$ cat src/verilog/cpu_params.svh
`ifndef CPU_PARAMS_SVH
`define CPU_PARAMS_SVH

// datapath and instruction word width
`define CPU_WORD_W 16

// architectural registers, r0 hardwired to zero
`define CPU_REG_CNT 16

// memory depths in words, byte address bits [8:1] select the word
`define CPU_IMEM_DEPTH 256
`define CPU_DMEM_DEPTH 256

`endif

$ cat src/verilog/regFile.sv
`include "cpu_params.svh"

module regFile (
	input  logic                   clk,
	input  logic                   rstN,
	input  logic [3:0]             srcA,
	input  logic [3:0]             srcB,
	output logic [`CPU_WORD_W-1:0] dataA,
	output logic [`CPU_WORD_W-1:0] dataB,
	input  logic                   wrEn,
	input  logic [3:0]             wrReg,
	input  logic [`CPU_WORD_W-1:0] wrData,
	input  logic [3:0]             dbgReg,
	output logic [`CPU_WORD_W-1:0] dbgData
);

	logic [`CPU_WORD_W-1:0] regs [`CPU_REG_CNT];

	// r0 first, then bypass of the same-cycle write
	assign dataA   = (srcA == 4'd0) ? '0 :
	                 (wrEn && wrReg == srcA) ? wrData : regs[srcA];
	assign dataB   = (srcB == 4'd0) ? '0 :
	                 (wrEn && wrReg == srcB) ? wrData : regs[srcB];
	assign dbgData = (dbgReg == 4'd0) ? '0 :
	                 (wrEn && wrReg == dbgReg) ? wrData : regs[dbgReg];

	always_ff @(posedge clk) begin
		if (!rstN) begin
			for (int i = 0; i < `CPU_REG_CNT; i++) begin
				regs[i] <= '0;
			end
		end else if (wrEn && wrReg != 4'd0) begin
			regs[wrReg] <= wrData; // end of WB cycle
		end
	end

endmodule

$ cat config.mk
export PLATFORM = sky130hd
export DESIGN_NAME = regFile
export DESIGN_NICKNAME = d
export VERILOG_FILES = /design/src/verilog/regFile.sv
export VERILOG_INCLUDE_DIRS = /design/src /design/src/verilog
export SDC_FILE = /design/constraint.sdc
export NUM_CORES = 1
export LEC_CHECK = 0
export CAP_MARGIN = 20
export CELL_PAD_IN_SITES_DETAIL_PLACEMENT = 0
export CELL_PAD_IN_SITES_GLOBAL_PLACEMENT = 1
export CORE_ASPECT_RATIO = 0.7
export CORE_MARGIN = 3
export CORE_UTILIZATION = 58
export CTS_CLUSTER_SIZE = 14
export DETAILED_ROUTE_END_ITERATION = 7
export DONT_BUFFER_PORTS = 1
export GPL_ROUTABILITY_DRIVEN = 0
export GPL_TIMING_DRIVEN = 0
export HOLD_SLACK_MARGIN = 0.15
export PLACE_DENSITY = 0.93
export SYNTH_ARGS = -nofsm -noshare
export SYNTH_HDL_FRONTEND = slang
export SYNTH_SLANG_ARGS = --single-unit
$ cat constraint.sdc
create_clock -name clk -period 6.23 [get_ports clk]
set_clock_uncertainty 0.05 [all_clocks]
set_input_delay 1.246 -clock clk [delete_from_list [all_inputs] [get_ports clk]]
set_output_delay 1.246 -clock clk [all_outputs]
set_load 0.05 [all_outputs]
# Word-level counts from Yosys, hierarchy flattened
# Memory sizes are Yosys's and may differ from the RTL's.
# Index checks and enable logic that the tools add are counted.
[op_classes] mux=13 n_reduce_logical=9 magnitude_cmp=0 bitwise=0 n_mul=0 shifts=0 n_eq_ne=3 div_mod_pow=0 n_addsub=0
[ops] cell="16-bit 2-to-1 mux" count=7
[ops] cell="16-bit OR reduction" count=1
[ops] cell="4-bit == test" count=3
[ops] cell="4-bit logical NOT" count=3
[ops] cell="1-bit 2-to-1 mux" count=5
[ops] cell="1-bit logical AND" count=4
[ops] cell="4-bit 2-to-1 mux" count=1
[ops] cell="4-bit nonzero test" count=1
[totals] mem_bits_ro=0 reg_bits=0 mem_bits_rw=256 latch_bits=0 output_inout_bits=48 n_memories=1 word_cells=26 input_bits=35
[mem_list] name="regs" words=16 word_bits=16 read_ports=3 rd_clocked_by_memory_dff=0 write_ports=16 line_no="regFile.sv:17" text="logic [`CPU_WORD_W-1:0] regs [`CPU_REG_CNT];"

# Depth between registers and ports, before layout
[depth] ltp_word=7 ltp_mapped=8 depth_no_buf=4

# Worst setup path before layout
# Ideal clock, no wire load.
[synth_timing] path_type="input -> output" from="in dbgReg[1]" to="out dbgData[10]" n_path_buf=5 required_time_ns=4.934 path_stages=8 slack_ns=1.729 t_arrival_ns=3.205 cell_sequence="buf_2 buf_4 buf_2 or2_1 clkbuf_1 clkbuf_1 o31ai_1 a21oi_1"
[synth_between] elab_chain_len=4 word_cells_on_any_way=6 cone_classes="eq/ne: 1; mux: 2; reduce/logical: 2; memory: 1"
[synth_lines] item="start, declared" line_no="regFile.sv:13" text="input logic [3:0] dbgReg,"
[synth_lines] item="branches (longest 3 deep; another with memory 16 x 16 bit)"
[synth_lines] item="16-bit 2-to-1 mux (*)" line_no="regFile.sv:24" text="assign dbgData = (dbgReg == 4'd0) ? '0 :"
[synth_lines] item="end, declared" line_no="regFile.sv:14" text="output logic [`CPU_WORD_W-1:0] dbgData"
# Every way passes the cells marked *.

# Final worst setup path
[layout_timing] from="in dbgReg[1]" to="out dbgData[5]"
# Same word-level chain as after synthesis.

==> impl_metrics.tcl <==
set metrics [dict create \
    antenna_cells 0 \
    yosysSeqAreaShare 0.465 \
    clkTransAtPathRegs_ps 70 \
    grt_pass1_vias 12300 \
    final_antenna_net_count 0 \
    synth_area_per_cell_sq_um 12.9 \
    grt.busiest_layer "met1" \
    use_met1 0.534 \
    cap_violations 0 \
    period_needed_ps 5630 \
    max-vdd-ir-drop_v 0.000246 \
    drt-vias-per-instance 7.43 \
    regMostFlops "regs" \
    use_met2 0.512 \
    std_cell_rows 51 \
    hold_path.class "in -> reg" \
    wl_per_cell_microns 32.4 \
    crit_chain "buf_2, buf_4, buf_2, or2_1, clkbuf_1, clkbuf_1, o31ai_1, a21oi_1" \
    drive_gt1_frac 0.191 \
    worstPathRequired_ps 4930 \
    vias 12900 \
    layout.nets 1380 \
    instances_no_fill 1736 \
    async_flop_share 0 \
    fmax_ghz 0.178 \
    drcViolationCount 17 \
    synth.top_cell.area_share 0.465 \
    final-hold-violation-count 0 \
    synth_cell_type_count 32 \
    synth_common_cells "edfxtp_1 (256), and2_1 (240), mux2i_1 (190)" \
    cp-end-kind "primary output" \
    wl_microns 56300 \
    synthCells 1279 \
    h-tree-depth 1 \
    cts_resized 0 \
    syn2layout_area_growth_pct 11.0 \
    die_h_microns 147 \
    final.setup.worst_slack_ps 603 \
    grt_overflow 0 \
    ys.flop_type "edfxtp_1" \
    io_pins 83 \
    use_met3 0.113 \
    failed_checks "design-rule violations" \
    tns_ps 0 \
    firstDrtPassIters 8 \
    post_cts_buffers 0 \
    clock_sinks 256 \
    rsz0062_at_grt "no" \
    crit_path_start_kind "primary input" \
    synth-edff-count 256 \
    yosysMostFrequentCell "edfxtp_1" \
    place_inst 1686 \
    cts_tree "done" \
    critPathKind "in -> out" \
    start_util 0.591 \
    synth_area_leaders "edfxtp_1 (47%), mux4_2 (12%), mux2i_1 (12%), and2_1 (9.1%), o22ai_1 (3.6%)" \
    critPathSlowestCell "a21oi_1" \
    status "finished with violations" \
    cts_hold_repair.buffers 0 \
    largest_reg_flops 256 \
    place_hpwl_microns 40300 \
    drv_slew 0 \
    slew_headroom 0.186 \
    setup_viol 0 \
    grtUsageTotal 0.363 \
    synth_area_sq_um 16500 \
    grt_pass1_wl_microns 81700 \
    die_x_microns 208 \
    cp.arrival_ps 4330 \
    grt_max_degree 17 \
    top_regs "regs (256)" \
    dieArea_sq_um 30600 \
    fin_crit_sh 0.903 \
    p_leak_nw 6.65 \
    powerDensity_nw_per_um2 265 \
    cts-root-buf "clkbuf_16" \
    dr.first_iter.drc_count 2272 \
    dp_slack_ps 769 \
    io_buffers 0 \
    antenna_found_initial 0 \
    critPathMaxStageDelay_ps 970 \
    synth_top_cell_by_area "edfxtp_1" \
    synth-seq-cells 256 \
    clk_path_buf_depth 3 \
    yosysWarnings 0 \
    tightestPinTransition_ps 1230 \
    cts_buffers 27 \
    critPathMaxFanout 10 \
    core_area_sq_um 27900 \
]
path summary, 6_finish.rpt:
kind	start	end	depth (start not counted)
setup / recovery	dbgReg[1]	dbgData[5]	8
hold / removal	wrData[11]	regs[3][11]	1
cells by family (layout without fill, tap and decap cells):
logic type,count (synthesis),in the layout,share of synthesized area
AND/OR/NAND/NOR,293,293,0.110
XOR/XNOR,12,12,0.00636
AO/OA/AOI/OAI,246,246,0.0959
other,1,16,0.000227
flip-flops,256,256,0.465
buffers and inverters,135,206,0.0397
multiplexers,336,336,0.283
layout make-up:
class / count / area (sq um)
Fill cell: 1994 / 9600
Clock buffer: 30 / 687
Inverter: 1 / 3.75
Sequential cell: 256 / 7690
Tap cell: 371 / 464
Timing Repair Buffer: 22 / 275
Clock inverter: 19 / 302
Buffer: 134 / 652
Multi-Input combinational cell: 903 / 8280
power by group:
part / switching [mW] / internal, mW
Sequential: 0.0820 / 2.00
Combinational: 0.629 / 0.325
Clock: 0.697 / 1.13
per-layer routing:
layer,share of wire,wire (microns),up-vias
met5,0,0,-
met4,0.047,2630,0
met3,0.17,9350,207
met2,0.42,23400,1354
met1,0.37,20900,6183
li1,-,-,5149
stage by stage:
stage | total power, mW | hold slack (ps) | area [sq um] | utilization
2_1_floorplan | 2.76 | 1390 | 16600 | -
3_3_place_gp | 2.98 | 1400 | 17000 | 0.610
3_5_place_dp | 3.04 | 1400 | 17300 | 0.621
4_1_cts | 4.82 | 829 | 18300 | 0.656
5_1_grt | 4.96 | 828 | 18400 | 0.657
6_report | 4.86 | 841 | 18400 | 0.657
worst max-delay path, delay by kind of cell:
kind | cells | cell delay (ps)
AOI/OAI and AO/OA | 2 | 1150
and+or+nand+nor | 1 | 150
buffers and inverters | 5 | 1770
cell usage in the layout, fill, tap and decap left out, types with 27 or more instances in the layout:
cell type	count
mux2_2	48
and2_1	240
mux4_2	90
o31ai_1	47
clkbuf_16	27
buf_2	38
a211oi_1	47
mux2i_1	190
edfxtp_1	256
o22ai_1	95
clkbuf_1	84
a21oi_1	47
Power figures use the tool's default switching activity.
