## config.mk

```make
export PLATFORM = sky130hd
export DESIGN_NAME = fetchUnit
export DESIGN_NICKNAME = d
export VERILOG_FILES = /design/src/verilog/isaPkg.sv /design/src/verilog/pipePkg.sv /design/src/verilog/fetchUnit.sv
export VERILOG_INCLUDE_DIRS = /design/src /design/src/verilog
export SDC_FILE = /design/constraint.sdc
export NUM_CORES = 2
export LEC_CHECK = 0
export ABC_AREA = 1
export BUFFER_PORTS_ARGS = -buffer_cell sky130_fd_sc_hd__buf_2
export CAP_MARGIN = 20
export CORE_MARGIN = 2
export CORE_UTILIZATION = 40
export CTS_BUF_LIST = sky130_fd_sc_hd__clkbuf_8
export CTS_CLUSTER_DIAMETER = 30
export DETAILED_ROUTE_END_ITERATION = 10
export GPL_ROUTABILITY_DRIVEN = 0
export PLACE_DENSITY = 0.62
export SKIP_CTS_REPAIR_TIMING = 1
export SYNTH_ARGS = -nofsm -noshare
export SYNTH_HDL_FRONTEND = slang
export SYNTH_SLANG_ARGS = --single-unit
export TNS_END_PERCENT = 1
```

## constraint.sdc

```tcl
create_clock -name clk -period 2.6 [get_ports clk]
set_input_delay 0.13 -clock clk [delete_from_list [all_inputs] [get_ports clk]]
set_output_delay 0.13 -clock clk [all_outputs]
set_load 0.01 [all_outputs]
```

## src/verilog/cpu_params.svh

```systemverilog
`ifndef CPU_PARAMS_SVH
`define CPU_PARAMS_SVH

// datapath and instruction word width
`define CPU_WORD_W 16

// architectural registers, r0 hardwired to zero
`define CPU_REG_CNT 16

// memory depths in words, byte address bits [8:1] select the word
`define CPU_IMEM_DEPTH 256
`define CPU_DMEM_DEPTH 256

`endif

```

## src/verilog/isaPkg.sv

```systemverilog
package isaPkg;

	// top nibble of every instruction word
	typedef enum logic [3:0] {
		opAdd = 4'h0, // rd = rs + rt
		opSub = 4'h1, // rd = rs - rt
		opXor = 4'h2,
		opSll = 4'h4, // shift amount sits in the rt field
		opSra = 4'h5,
		opLw  = 4'h8, // rd = mem[rs + 2*off]
		opSw  = 4'h9, // mem[rs + 2*off] = rd
		opLlb = 4'hA, // low byte of rd from imm8
		opLhb = 4'hB, // high byte of rd from imm8
		opB   = 4'hC, // pc-relative, 9-bit word offset
		opBr  = 4'hD, // target from rs
		opPcs = 4'hE, // rd = pc + 2
		opHlt = 4'hF
	} opcodeT;

	// branch condition field, instr[11:9]
	typedef enum logic [2:0] {
		condNe     = 3'd0,
		condEq     = 3'd1,
		condGt     = 3'd2, // z and n both clear
		condLt     = 3'd3,
		condGe     = 3'd4,
		condLe     = 3'd5,
		condOv     = 3'd6,
		condAlways = 3'd7
	} condT;

	typedef enum logic [2:0] {
		aluAdd, aluSub, aluXor, aluSll, aluSra, aluByteLow, aluByteHigh, aluPassB
	} aluOpT;

	typedef struct packed {
		logic z; // result was zero
		logic n; // result msb
		logic v; // signed overflow on add/sub
	} flagsT;

endpackage

```

## src/verilog/pipePkg.sv

```systemverilog
`include "cpu_params.svh"

package pipePkg;
	import isaPkg::*;

	typedef struct packed {
		logic                   valid;
		logic [`CPU_WORD_W-1:0] instr;
		logic [`CPU_WORD_W-1:0] pcPlus2; // needed by B and PCS
	} ifIdT;

	typedef struct packed {
		logic                   valid;
		aluOpT                  aluOp;
		logic [`CPU_WORD_W-1:0] opA;
		logic [`CPU_WORD_W-1:0] opB;
		logic [`CPU_WORD_W-1:0] storeData; // rd value for SW
		logic [3:0]             dstReg;
		logic                   regWrite;
		logic                   memRead;
		logic                   memWrite;
		logic                   setZ; // flag update enables
		logic                   setN;
		logic                   setV;
		logic                   isHalt;
	} idExT;

	typedef struct packed {
		logic                   valid;
		logic [`CPU_WORD_W-1:0] aluResult; // also the data address
		logic [`CPU_WORD_W-1:0] storeData;
		logic [3:0]             dstReg;
		logic                   regWrite;
		logic                   memRead;
		logic                   memWrite;
		logic                   isHalt;
	} exMemT;

	typedef struct packed {
		logic                   valid;
		logic [`CPU_WORD_W-1:0] wbData;
		logic [3:0]             dstReg;
		logic                   regWrite;
		logic                   isHalt;
	} memWbT;

endpackage

```

## src/verilog/fetchUnit.sv

```systemverilog
`include "cpu_params.svh"

module fetchUnit (
	input  logic                   clk,
	input  logic                   rstN,
	input  logic                   loadEn,
	input  logic [7:0]             loadAddr,
	input  logic [`CPU_WORD_W-1:0] loadData,
	input  logic                   redirect,
	input  logic [`CPU_WORD_W-1:0] target,
	output logic [`CPU_WORD_W-1:0] pc,
	output pipePkg::ifIdT          ifId
);
	import isaPkg::*;

	logic [`CPU_WORD_W-1:0] imem [`CPU_IMEM_DEPTH];
	logic [`CPU_WORD_W-1:0] instr;
	logic [`CPU_WORD_W-1:0] pcPlus2;
	logic                   isHlt;

	assign instr   = imem[pc[$clog2(`CPU_IMEM_DEPTH):1]]; // word addressed, async read
	assign pcPlus2 = pc + `CPU_WORD_W'(2);
	assign isHlt   = (opcodeT'(instr[15:12]) == opHlt);

	// program load only while the core sits in reset
	always_ff @(posedge clk) begin
		if (!rstN && loadEn) begin
			imem[loadAddr] <= loadData;
		end
	end

	always_ff @(posedge clk) begin
		if (!rstN) begin
			pc <= '0;
		end else if (redirect) begin
			pc <= target; // taken branch from ID
		end else if (!isHlt) begin
			pc <= pcPlus2;
		end // on HLT pc holds and refetches it
	end

	always_ff @(posedge clk) begin
		ifId.instr   <= instr;
		ifId.pcPlus2 <= pcPlus2;
		if (!rstN || redirect) begin
			ifId.valid <= 1'b0; // squash the wrong-path fetch
		end else begin
			ifId.valid <= 1'b1;
		end
	end

endmodule

```

Yosys cells after proc, flatten, opt, wreduce, memory -nomap -nowiden
Memories as Yosys holds them, arrays and structs flattened. A register that Yosys moved wholly into a read port is not among the register bits.
Cells that the tools add are included.
- add/sub/neg operators: 1
- equality and inequality tests: 2
- multiplexer cells: 7
- reductions and logical operators: 3
- operators by type and width (kind ; count):
    two-way mux 16 bit ; 2
    adder 16 x 2 -> 16 bit (second input constant) ; 1
    two-way mux 8 bit ; 2
    equality test 4 bit (second input constant) ; 1
    two-way mux 1 bit ; 3
    != test 2 bit (second input constant) ; 1
    logical AND 1 bit ; 1
    zero test 1 bit ; 1
    logical OR 1 bit ; 1
- flip-flop bits (word level): 49
- memory bits (writable): 4096
- output and inout bits: 49
- memories kept: 1
- memories (memory ; depth ; bits a word ; rd ports ; clocked after memory_dff ; write ports ; RTL line ; RTL):
    imem ; 256 ; 16 ; 1 ; 1 ; 1 ; fetchUnit.sv:16 ; logic [`CPU_WORD_W-1:0] imem [`CPU_IMEM_DEPTH];

Logic depth before layout (Yosys ltp)
- depth after elaboration: 5
- depth in mapped cells: 20

Least setup slack after synthesis
No wires, ideal clock.
- path kind: input to register
- start: input port rstN
- end: memory imem[103][0] in the netlist's numbering, enable pin
- library setup time: 0.388 ns
- arrival: 1.906 ns
- required time: 2.212 ns
- setup slack: 0.306 ns
- cell stages on the path: 8
- cells stage by stage: clkbuf_1 > inv_1 > nand2_1 > clkinv_1 > clkbuf_1 > nand2_1 > clkbuf_1 > nor2_1
- word-level cells in the longest chain between the ends: 4
- ends and longest elaborated chain (item ; RTL line ; RTL):
    from (decl) ; fetchUnit.sv:5 ; input logic rstN,
    zero test 1 bit ; fetchUnit.sv:27 ; if (!rstN && loadEn) begin
    logical AND 1 bit ; fetchUnit.sv:27 ;
    two-way mux 1 bit ; fetchUnit.sv:27 ;
    two-way mux 1 bit (not written as such) ; fetchUnit.sv:28 ; imem[loadAddr] <= loadData;
    to (decl) ; fetchUnit.sv:16 ;
No other way between the ends.

==> results.txt <==
status - finished with violations
Hold WS - -0.0225 ns
gr usage total - 23.4%
Core ar. - 409000 um^2
top-count cell post-synth - edfxtp_1
hold path endpoint - imem[248][10]
top cells by area, synth - edfxtp_1, o21ai_0, nor2_1
Worst Path Arrival - 4.31 ns
top cells by count, synth - edfxtp_1, nor2_1, o21ai_0
DP Wirelength - 308000 um
MaxCap Viol Count - 0
violated checks - hold timing, setup timing
slowest stage delay, CP - 0.36 ns
worst path buffer plus inverter count - 6
Net Sw Frac - 29.5%
LEAKAGE - 68.9 nW
share of the yosys chip area belonging to registers - 75.6%
Die X - 645 um
die extent in y - 645 um
clock tree buffer depth - 4
synth unique cells - 30
hold_sp - loadData[10]
Residual DRC - 0
Internal Power - 118 mW
die footprint - 416000 um^2
Seq pwr share - 44.3%
# setup viols final - 38
setup ws final - -0.565 ns
crit-path max FO - 48
number of DRC markers in iteration 0 - 15.2k
HP Class - input port to flip-flop
worst setup path class - flip-flop to flip-flop
minimum clock period - 3.17 ns
number of synthesized flops with an enable pin - 4096
WL per Instance - 25.4 um
worst relative slew slack - 38.6%
synth warn - 0
biggest area consumer among synthesized cells - edfxtp_1
Fmax - 0.316 GHz
Pins Over Slew Limit - 0
TNS Setup - -16.85 ns
crit end category - flip-flop
Period Utilization, post-route - 122%
pre-CTS WS - -1.48 ns
Hold Vio Cnt, Final - 7
combinational power share - 18.4%
main flop type after synthesis - edfxtp_1
worst slew pin tran - 0.918 ns
Final #Nets - 14.2k
Vias/cell - 5.63
Cells after Synth - 12.9k
Seq cells post-synth - 4153
Mean Syn Cell Area - 12.7 um^2
initial antenna violation count - 25
via count of the routed design - 114k
Critical Path RT - 3.75 ns
H-tree depth - 6
R2R Path End - ifId[16]
CTS Root Cell - clkbuf_8
num rows - 235
Max stage delay cell, worst path - dfxtp_4
Area Growth Syn to Fin - 22.2%
layout filler cell count - 35.0k
largest net degree at the start of global routing - 93
Clock power frac - 37.3%
PortBufs - 92
ratio of cells with drive above 1 in the final layout - 17.8%
CTS Buf Count - 745
final WL - 514000 um
Pre-Repair DR Iteration Count - 7
critical path, cell by cell - buf_12, buf_12, buf_16, buf_16, buf_16, o21ai_0, o22ai_1, nand2_1, nand3_1, nand3_1, a21oi_2, nor3_1, buf_4, o21ai_1
Top delay family on crit path - buffers and inverters
FF-to-FF setup slack - -0.57 ns
WHS Path Cells - 2
Clock Skews - 0.0831 ns
Skew-Pair Late Insertion Delay - 1.27 ns
initial core utilization - 40.1%
Async SR Flop Fraction - 0%
Net Sw Power - 49.6 mW
Peak supply drop - 0.625 mV
synthesized cell area - 164000 um^2
CP most frequent cell - buf_16
CTS tree - built
clk slew on worst S/H paths - 0.06 ns
RSZ-0062 raised after global routing - true
CP Launch Type - flip-flop
Mapped Nets - 13.0k
I/O pin total - 93
Yosys top cell area share - 74.9%
CTS Sinks - 4153
vias in the first global route - 106k
PD cells - 837 nW/um^2
grt ovf - 0
global-route wire length before repair - 723000 um
Final ANT Viol Nets - 0
worst r2r path cells - 14
-- worst register-to-register path, delay by kind of cell (launching register included) --
kind / cells / cell delay [ns]
buf+inv: 6 / 1.18
compound gates: 4 / 0.83
simple gates: 4 / 0.69
flops: 1 / 0.36
-- registers in the layout, summed over array words and instances (netlist names), named ones only --
name  count
pc       16
ifId     33
imem   4096
-- worst max-delay path by stage --
stage                          from      endpoint  slack [ns]  cells after the start
after floorplan                rstN  imem[103][0]        0.31                      8
after global placement    flip-flop      ifId[18]       -1.50                     13
after detailed placement  flip-flop      ifId[18]       -1.48                     13
after CTS                 flip-flop      ifId[18]       -1.46                     13
after global routing      flip-flop     flip-flop       -0.56                     21
final                     flip-flop      ifId[16]       -0.57                     14
-- power groups by stage --
stage	clock, mW	combinational, mW	sequential, mW
after global placement	0	27.7	75.8
after floorplan	0	14.1	75.5
after global routing	66.3	32.6	74.3
after detailed placement	0	27.9	75.8
after CTS	63.2	28.0	74.4
final	62.6	30.8	74.4
-- per-layer routing --
layer / global-route usage [%] / part of all wire [%] / vias to the layer above
met5: 0 / 0.0080 / -
met2: 36.5 / 46 / 6318
met1: 32.0 / 39 / 56252
met4: 10.1 / 4.2 / 6
met3: 4.32 / 10 / 954
li1: - / - / 50138
-- area by class of cell --
type / instances / area, um^2 / share of cell area (%)
Clock buffer: 757 / 10400 / 5.19
Antenna cell: 9 / 22.5 / 0.0112
Multi-Input combinational cell: 7774 / 36900 / 18.4
Sequential cell: 4153 / 124000 / 61.9
Inverter: 55 / 270 / 0.135
Timing Repair Buffer: 1407 / 17100 / 8.53
Tap cell: 5451 / 6820 / 3.40
Clock inverter: 601 / 4890 / 2.44
-- per-stage QoR --
stage	utilization, %	std cells	total power, mW	instance area (um^2)
floorplan	-	12924	89.6	164000
global placement	44.3	18692	104	181000
detailed placement	44.3	18692	104	181000
CTS	48.0	20050	166	196000
global route	49.0	20202	173	201000
finish	49.0	20207	168	201000
-- cell usage in the layout (no fill, tap or decap), types with 25 or more instances in the layout --
cell type and n:
edfxtp_1 4096, nor2_1 1994, o21ai_0 1654, nand2_1 1617, nand3_1 1340, o22ai_1 827, clkbuf_8 757, buf_4 726
buf_12 391, inv_1 237, nand3_2 127, clkinv_1 119, clkinv_2 109, dlygate4sd3_1 82, buf_2 76, bufinv_16 63
dfxtp_1 50, clkinvlp_4 49, clkbuf_16 38, o21ai_1 37, buf_6 33, buf_16 32, nand2_2 31, buf_8 29
nand3_4 25
-- kinds of logic after synthesis --
logic type               synth area share (%)
adder cells (fa/ha/maj)               0.00762
XOR/XNOR                               0.0694
AO/OA/AOI/OAI                            8.51
flip-flops                               75.6
buffers and inverters                    2.73
AND/OR/NAND/NOR                          13.0
multiplexers                           0.0671
Power figures use the tool's default switching activity.
