**config.mk**
```make
export PLATFORM = sky130hd
export DESIGN_NAME = controlUnit
export DESIGN_NICKNAME = d
export VERILOG_FILES = /design/src/verilog/isaPkg.sv /design/src/verilog/pipePkg.sv /design/src/verilog/controlUnit.sv
export VERILOG_INCLUDE_DIRS = /design/src /design/src/verilog
export SDC_FILE = /design/constraint.sdc
export NUM_CORES = 1
export LEC_CHECK = 0
export BUFFER_PORTS_ARGS = -buffer_cell sky130_fd_sc_hd__buf_4
export CORE_AREA = 5 5 104 106
export DETAILED_ROUTE_END_ITERATION = 8
export DIE_AREA = 0 0 109 111
export GPL_TIMING_DRIVEN = 0
export PLACE_DENSITY = 0.61
export SLEW_MARGIN = 5
export SYNTH_ARGS = -nofsm -noshare
export SYNTH_HDL_FRONTEND = slang
export SYNTH_SLANG_ARGS = --single-unit
```
**constraint.sdc**
```tcl
create_clock -name clk -period 5.2 [get_ports clk]
set_input_delay 0.52 -clock clk [delete_from_list [all_inputs] [get_ports clk]]
set_output_delay 0.52 -clock clk [all_outputs]
set_load 0.02 [all_outputs]
```
**src/verilog/cpu_params.svh**
```systemverilog
`ifndef CPU_PARAMS_SVH
`define CPU_PARAMS_SVH

// datapath and instruction word width
`define CPU_WORD_W 16

// architectural registers, r0 hardwired to zero
`define CPU_REG_CNT 16

// memory depths in words, byte address bits [8:1] select the word
`define CPU_IMEM_DEPTH 256
`define CPU_DMEM_DEPTH 256

`endif

```
**src/verilog/isaPkg.sv**
```systemverilog
package isaPkg;

	// top nibble of every instruction word
	typedef enum logic [3:0] {
		opAdd = 4'h0, // rd = rs + rt
		opSub = 4'h1, // rd = rs - rt
		opXor = 4'h2,
		opSll = 4'h4, // shift amount sits in the rt field
		opSra = 4'h5,
		opLw  = 4'h8, // rd = mem[rs + 2*off]
		opSw  = 4'h9, // mem[rs + 2*off] = rd
		opLlb = 4'hA, // low byte of rd from imm8
		opLhb = 4'hB, // high byte of rd from imm8
		opB   = 4'hC, // pc-relative, 9-bit word offset
		opBr  = 4'hD, // target from rs
		opPcs = 4'hE, // rd = pc + 2
		opHlt = 4'hF
	} opcodeT;

	// branch condition field, instr[11:9]
	typedef enum logic [2:0] {
		condNe     = 3'd0,
		condEq     = 3'd1,
		condGt     = 3'd2, // z and n both clear
		condLt     = 3'd3,
		condGe     = 3'd4,
		condLe     = 3'd5,
		condOv     = 3'd6,
		condAlways = 3'd7
	} condT;

	typedef enum logic [2:0] {
		aluAdd, aluSub, aluXor, aluSll, aluSra, aluByteLow, aluByteHigh, aluPassB
	} aluOpT;

	typedef struct packed {
		logic z; // result was zero
		logic n; // result msb
		logic v; // signed overflow on add/sub
	} flagsT;

endpackage

```
**src/verilog/pipePkg.sv**
```systemverilog
`include "cpu_params.svh"

package pipePkg;
	import isaPkg::*;

	typedef struct packed {
		logic                   valid;
		logic [`CPU_WORD_W-1:0] instr;
		logic [`CPU_WORD_W-1:0] pcPlus2; // needed by B and PCS
	} ifIdT;

	typedef struct packed {
		logic                   valid;
		aluOpT                  aluOp;
		logic [`CPU_WORD_W-1:0] opA;
		logic [`CPU_WORD_W-1:0] opB;
		logic [`CPU_WORD_W-1:0] storeData; // rd value for SW
		logic [3:0]             dstReg;
		logic                   regWrite;
		logic                   memRead;
		logic                   memWrite;
		logic                   setZ; // flag update enables
		logic                   setN;
		logic                   setV;
		logic                   isHalt;
	} idExT;

	typedef struct packed {
		logic                   valid;
		logic [`CPU_WORD_W-1:0] aluResult; // also the data address
		logic [`CPU_WORD_W-1:0] storeData;
		logic [3:0]             dstReg;
		logic                   regWrite;
		logic                   memRead;
		logic                   memWrite;
		logic                   isHalt;
	} exMemT;

	typedef struct packed {
		logic                   valid;
		logic [`CPU_WORD_W-1:0] wbData;
		logic [3:0]             dstReg;
		logic                   regWrite;
		logic                   isHalt;
	} memWbT;

endpackage

```
**src/verilog/controlUnit.sv**
```systemverilog
`include "cpu_params.svh"

module controlUnit (
	input  logic                   clk,
	input  logic                   rstN,
	input  pipePkg::ifIdT          ifId,
	input  isaPkg::flagsT          flags,
	output logic [3:0]             srcA,
	output logic [3:0]             srcB,
	input  logic [`CPU_WORD_W-1:0] dataA,
	input  logic [`CPU_WORD_W-1:0] dataB,
	output logic                   redirect,
	output logic [`CPU_WORD_W-1:0] target,
	output pipePkg::idExT          idEx
);
	import isaPkg::*;
	import pipePkg::*;

	opcodeT                 opcode;
	condT                   cond;
	logic [3:0]             rd;
	logic [3:0]             rs;
	logic [3:0]             rt; // also shift amount and mem offset
	logic [`CPU_WORD_W-1:0] memOffset; // sign-extended, doubled
	logic [`CPU_WORD_W-1:0] brOffset; // word offset as bytes
	logic                   isBranch;
	logic                   taken;
	idExT                   idExNext;

	assign opcode    = opcodeT'(ifId.instr[15:12]);
	assign rd        = ifId.instr[11:8];
	assign rs        = ifId.instr[7:4];
	assign rt        = ifId.instr[3:0];
	assign cond      = condT'(ifId.instr[11:9]);
	assign memOffset = {{(`CPU_WORD_W-5){rt[3]}}, rt, 1'b0};
	assign brOffset  = {{(`CPU_WORD_W-10){ifId.instr[8]}}, ifId.instr[8:0], 1'b0};

	assign srcA = (opcode == opLlb || opcode == opLhb) ? rd : rs; // byte loads modify old rd
	assign srcB = (opcode == opSw) ? rd : rt; // SW stores rd

	always_comb begin
		case (cond)
			condNe:     taken = ~flags.z;
			condEq:     taken = flags.z;
			condGt:     taken = ~flags.z & ~flags.n;
			condLt:     taken = flags.n;
			condGe:     taken = flags.z | ~flags.n;
			condLe:     taken = flags.z | flags.n;
			condOv:     taken = flags.v;
			default:    taken = 1'b1; // always
		endcase
	end

	assign isBranch = (opcode == opB) || (opcode == opBr);
	assign redirect = ifId.valid & isBranch & taken; // resolved here, kills one fetch
	assign target   = (opcode == opBr) ? dataA : ifId.pcPlus2 + brOffset;

	always_comb begin
		idExNext           = '0;
		idExNext.valid     = ifId.valid & ~isBranch; // branch leaves a bubble
		idExNext.aluOp     = aluAdd;
		idExNext.opA       = dataA;
		idExNext.opB       = dataB;
		idExNext.storeData = dataB;
		idExNext.dstReg    = rd;
		case (opcode)
			opAdd, opSub: begin
				idExNext.aluOp    = (opcode == opSub) ? aluSub : aluAdd;
				idExNext.regWrite = 1'b1;
				idExNext.setZ     = 1'b1;
				idExNext.setN     = 1'b1;
				idExNext.setV     = 1'b1;
			end
			opXor, opSll, opSra: begin
				idExNext.aluOp    = (opcode == opXor) ? aluXor :
				                    (opcode == opSll) ? aluSll : aluSra;
				idExNext.regWrite = 1'b1;
				idExNext.setZ     = 1'b1; // z only for logic and shifts
				if (opcode != opXor) begin
					idExNext.opB = {{(`CPU_WORD_W-4){1'b0}}, rt}; // immediate shift amount
				end
			end
			opLw, opSw: begin
				idExNext.opB      = memOffset; // address = rs + offset
				idExNext.memRead  = (opcode == opLw);
				idExNext.memWrite = (opcode == opSw);
				idExNext.regWrite = (opcode == opLw);
			end
			opLlb, opLhb: begin
				idExNext.aluOp    = (opcode == opLlb) ? aluByteLow : aluByteHigh;
				idExNext.opB      = {{(`CPU_WORD_W-8){1'b0}}, ifId.instr[7:0]};
				idExNext.regWrite = 1'b1;
			end
			opPcs: begin
				idExNext.aluOp    = aluPassB;
				idExNext.opB      = ifId.pcPlus2;
				idExNext.regWrite = 1'b1;
			end
			opHlt:   idExNext.isHalt = 1'b1;
			default: ; // B, BR and unused codes have no effect past ID
		endcase
	end

	always_ff @(posedge clk) begin
		idEx <= idExNext;
		if (!rstN) begin
			idEx.valid <= 1'b0;
		end
	end

endmodule

```
## Word-level counts from Yosys, hierarchy flattened

Cells that the tools add are included.

| storage, ports and cells | value |
|---|---|
| flip-flop bits (word level) | 63 |
| bits of input ports | 70 |
| output and inout bits | 88 |
| logic and storage cells | 67 |

| operators by class | value |
|---|---|
| add/subtract/negate cells | 1 |
| eq/ne operators | 19 |
| mux-type cells | 15 |
| bitwise logic cells | 9 |
| reduce and logical (&&, ||, !) cells | 10 |

Operator list:

| kind | number |
|---|---|
| 16-bit case mux with 4 select lines | 1 |
| 4-bit equality test, second input constant | 8 |
| 16-bit 2-to-1 mux | 2 |
| 16-bit adder | 1 |
| 3-bit case mux with 4 select lines | 1 |
| 3-bit equality test, second input constant | 3 |
| 4-bit by 3-bit equality test with 1-bit output, second input constant | 2 |
| 4-bit 2-to-1 mux | 2 |
| 8-bit OR reduction | 1 |
| 1-bit case mux with 7 select lines | 1 |
| 3-bit by 2-bit equality test with 1-bit output, second input constant | 2 |
| 3-bit 2-to-1 mux | 2 |
| 2-bit OR reduction | 3 |
| 5-bit OR reduction | 1 |
| 1-bit bitwise AND | 4 |
| 4-bit by 1-bit equality test with 1-bit output, second input constant | 1 |
| 4-bit by 2-bit equality test with 1-bit output, second input constant | 1 |
| 4-bit zero test | 1 |
| 2-bit 2-to-1 mux | 2 |
| 4-bit by 2-bit != test with 1-bit output, second input constant | 1 |
| 3-bit by 1-bit equality test with 1-bit output, second input constant | 1 |
| 3-bit zero test | 1 |
| 1-bit 2-to-1 mux | 3 |
| 1-bit NOT | 3 |
| other kinds (4) | 6 |

## Depth between registers and ports, before layout

| logic depth | value |
|---|---|
| word-level depth | 4 |
| gate-level depth with buffers | 8 |
| mapped depth without buffers | 8 |

## Worst setup path before layout

OpenSTA, ideal clock, no wires.

| path | value |
|---|---|
| kind | input to output |
| start | in ifId[1] (netlist name) |
| end | out target[9] |
| arrival time | 2.259 ns |
| required time | 4.680 ns |
| path slack | 2.421 ns |
| stages | 8 |
| path buffers | 0 |
| path through | ha_1 -> inv_1 -> fa_1 -> nor2b_4 -> o31ai_2 -> a211oi_1 -> nor3_1 -> o31ai_1 |

| on the way | value |
|---|---|
| cells in the longest elaborated chain, start to end | 2 |

Ends and longest elaborated chain:

| element | line | RTL |
|---|---|---|
| start: declaration | controlUnit.sv:6 | `input pipePkg::ifIdT ifId,` |
| 16-bit adder | controlUnit.sv:56 | `assign target = (opcode == opBr) ? dataA : ifId.pcPlus2 + brOffset;` |
| 16-bit 2-to-1 mux | controlUnit.sv:56 |  |
| end: declaration | controlUnit.sv:13 | `` output logic [`CPU_WORD_W-1:0] target, `` |

Every way passes these cells.

## Worst setup path in the final report

| path | value |
|---|---|
| start | in ifId[16] (netlist name) |
| end | out target[11] |

Same word-level chain as after synthesis.

==> results.yml <==
outcome:
  status: "finished clean"
grt:
  grt_max_degree: 13
  met2_usage: 0.2514
  grt.overflow.total: 0
  met1_usage: 0.1917
  grt_pass1_vias: 2904
  met3_usage: 0.06931
  grt_util_all_layers: 0.1602
  antenna_found_initial: 0
  grt.busiest_layer: "met2"
  grt_pass1_wl_mm: 14.82
sta:
  finalSetupViolations: 0
  period_needed_ns: 2.933
  timing.final.crit_share: 0.5641
  fmax_ghz: 0.3409
  fin_hold_ws_ns: 0.2806
  slew_headroom: 0.6906
  rsz0062_at_grt: "false"
  final_hold_viol_count: 0
  setup_tns_ns: 0
  drv_slew: 0
  worstMarginPinSlew_ns: 0.4642
floorplan:
  die_h_um: 111
  coreArea_um2: 9684
  fp-row-count: 36
  die_x_um: 109
  io_pins: 158
  die_area_um2: 12100
  start_util: 0.2922
finish:
  reg_top3: "idEx x62"
  final_cells: 608
  largest_reg_flops: 62
  syn2layout_area_growth_pct: 55.88
  final_common_cell: "buf_4"
  drive_above_1_share: 0.4211
  fin_util: 0.4556
  final_cell_mix: "160 x buf_4, 62 x dfxtp_1, 42 x nand2_1, 21 x a21oi_1, 20 x nor2_1"
  top_register: "idEx"
  fin_nets: 555
  diodes: 0
  fillerInstances: 953
critical_path:
  timing.critical_path.mode_cell: "buf_4"
  crit_chain: "buf_4 -> ha_1 -> inv_1 -> fa_1 -> nor2b_4 -> o31ai_2 -> a21o_1 -> nor4b_1 -> nor3_1 -> buf_4"
  crit_start: "ifId[16]"
  worstPathArrival_ns: 2.41
  worstPathMaxFanout: 4
  cp-start-kind: "input port"
  critPathCaptureType: "output port"
  slowest_delay_ns: 0.32
  worstSetupPathType: "input port to output port"
  worst_path_max_delay_cell: "o31ai_2"
  required_ns: 4.68
pwr:
  seqPwrFrac: 0.360
  swShare: 0.2979
  comb_power_share: 0.272
  ir_drop_v: 0.0001319
  power.switching_uw: 426.1
  total_power_mw: 1.430
  internal-power_mw: 1.004
  total_leakage_power_nw: 2.119
  clock_power_share: 0.367
  p_per_area_nw_per_um2: 324.2
route:
  viasPerCell: 4.780
  drcViolationCount: 0
  wire_per_inst_um: 16.36
  ant_nets: 0
  drt_iter0_drc: 113
  dr.pass1.iters: 4
  vias: 2906
  wirelength_mm: 9.944
placed_design:
  portBuffers: 156
  hpwl_mm: 8.084
  place.gp.congestion: 0.8278
  dpl.cell_count: 592
worst_hold_path:
  hold-path-endpoint: "idEx[49]"
  holdPathStages: 1
  hp-start: "dataA[6]"
  hold_path_class: "input port to flip-flop"
clock_tree:
  cts_tree: "done"
  cts.path.max_buffers: 2
  cts_htree_levels: 3
  cts_resized: 0
  ctsRootBufferMaster: "clkbuf_8"
  numCtsBuffers: 9
  clk_pin_slew_ns: 0.07
  cts_setup_buffers: 0
  ctsHoldBuffers: 0
  cts_sinks: 62
synth:
  synth_ff_type: "dfxtp_1"
  synthTopCellsByArea: "dfxtp_1 44%, ha_1 6.2%, nand2_1 5.6%, a21oi_1 3.7%, a221o_1 2.8%"
  async_flop_share: 0
  synth_top_family_by_area: "compound AO/OA/AOI/OAI gates"
  synth_compound_area_frac: 0.2312
  synth_edf_count: 0
  synthesis.nets: 388
  netlist_area_um2: 2830
  syn_area_per_cell_um2: 9.341
  netlist_instances: 303
  synth_top_cell_by_area: "dfxtp_1"
  synth-xor-area-share: 0.02476
  synthDistinctLibCells: 57
  synth.top_cell.area_share: 0.4385
  synth.area.mux_share: 0.03492
  seq_area_frac_synth: 0.4385
  synthAdderAreaFrac: 0.06897
  yosys_warnings: 0
  ys_seq_elements: 62
  yosys.area_share.simple: 0.1600
run:
  cap_violations: 0
-- synthesized netlist by cell type, drive strengths merged, types with 2 or more instances --
master  number
dfxtp       62
nand2       42
a21oi       21
nor2        21
o21ai       15
ha          14
buf         12
nor3        11
a221o        8
inv          8
mux2         7
a21o         6
xor2         6
a211oi       5
o21a         5
a221oi       4
nand3        4
a22oi        3
a32o         3
and2         3
clkbuf       3
nor2b        3
o31ai        3
a222oi       2
a22o         2
and3         2
mux2i        2
nor3b        2
o211a        2
o22ai        2
xnor2        2
-- power by group through the flow --
stage	Sequential, mW	Combinational [mW]	Clock [mW]
5_1_grt	0.519	0.421	0.569
3_3_place_gp	0.526	0.389	0
3_5_place_dp	0.527	0.392	0
4_1_cts	0.516	0.394	0.543
2_1_floorplan	0.568	0.170	0
6_report	0.515	0.390	0.525
-- critical path, delay by kind of cell --
kind,cells,cell delay (ns)
buffers and inverters,3,0.37
adder cells (fa/ha/maj),2,0.46
AO/OA/AOI/OAI,2,0.56
AND/OR/NAND/NOR,3,0.49
-- cell type report --
type                       instances  area [um2]  share of cell area
sequential                        62        1241              0.2813
multi-input combinational        218        1471              0.3335
buffer                            15       87.58             0.01985
clock inverter                     7       120.1             0.02723
tap                              133       166.4             0.03772
clock buffer                       9       123.9             0.02808
timing repair buffer             156        1171              0.2655
inverter                           8       30.03            0.006807
-- metrics by stage --
stage               worst slack, ns  instance area, um2
finish                        2.267                4412
global route                  2.128                4412
CTS                           2.288                4412
detailed placement            2.296                4168
global placement              2.325                4168
floorplan                     2.421                2830
-- metal layers --
| metal | part of all wire | routed length, um |
|---|---|---|
| met1 | 0.42 | 4133 |
| met3 | 0.11 | 1120 |
| met5 | 0 | 0 |
| met2 | 0.45 | 4523 |
| met4 | 0.017 | 166 |
-- worst max path at each step --
| stage | end | slack (ns) | cells past startpoint |
|---|---|---|---|
| 6_report | target[11] | 2.27 | 10 |
| 5_1_grt | target[11] | 2.13 | 10 |
| 4_1_cts | target[9] | 2.29 | 10 |
| 3_5_place_dp | target[9] | 2.30 | 10 |
| 3_3_place_gp | target[13] | 2.33 | 10 |
| 2_1_floorplan | target[9] | 2.42 | 8 |
-- cell families (layout without fill, tap and decap cells) --
group	count (synthesis)	count (layout)
XOR/XNOR	8	8
adder cells (fa/ha/maj)	15	15
AND/OR/NAND/NOR	95	95
flip-flops	62	62
multiplexers	9	9
AO/OA/AOI/OAI	91	91
buffers and inverters	23	195
Power figures use the tool's default switching activity.
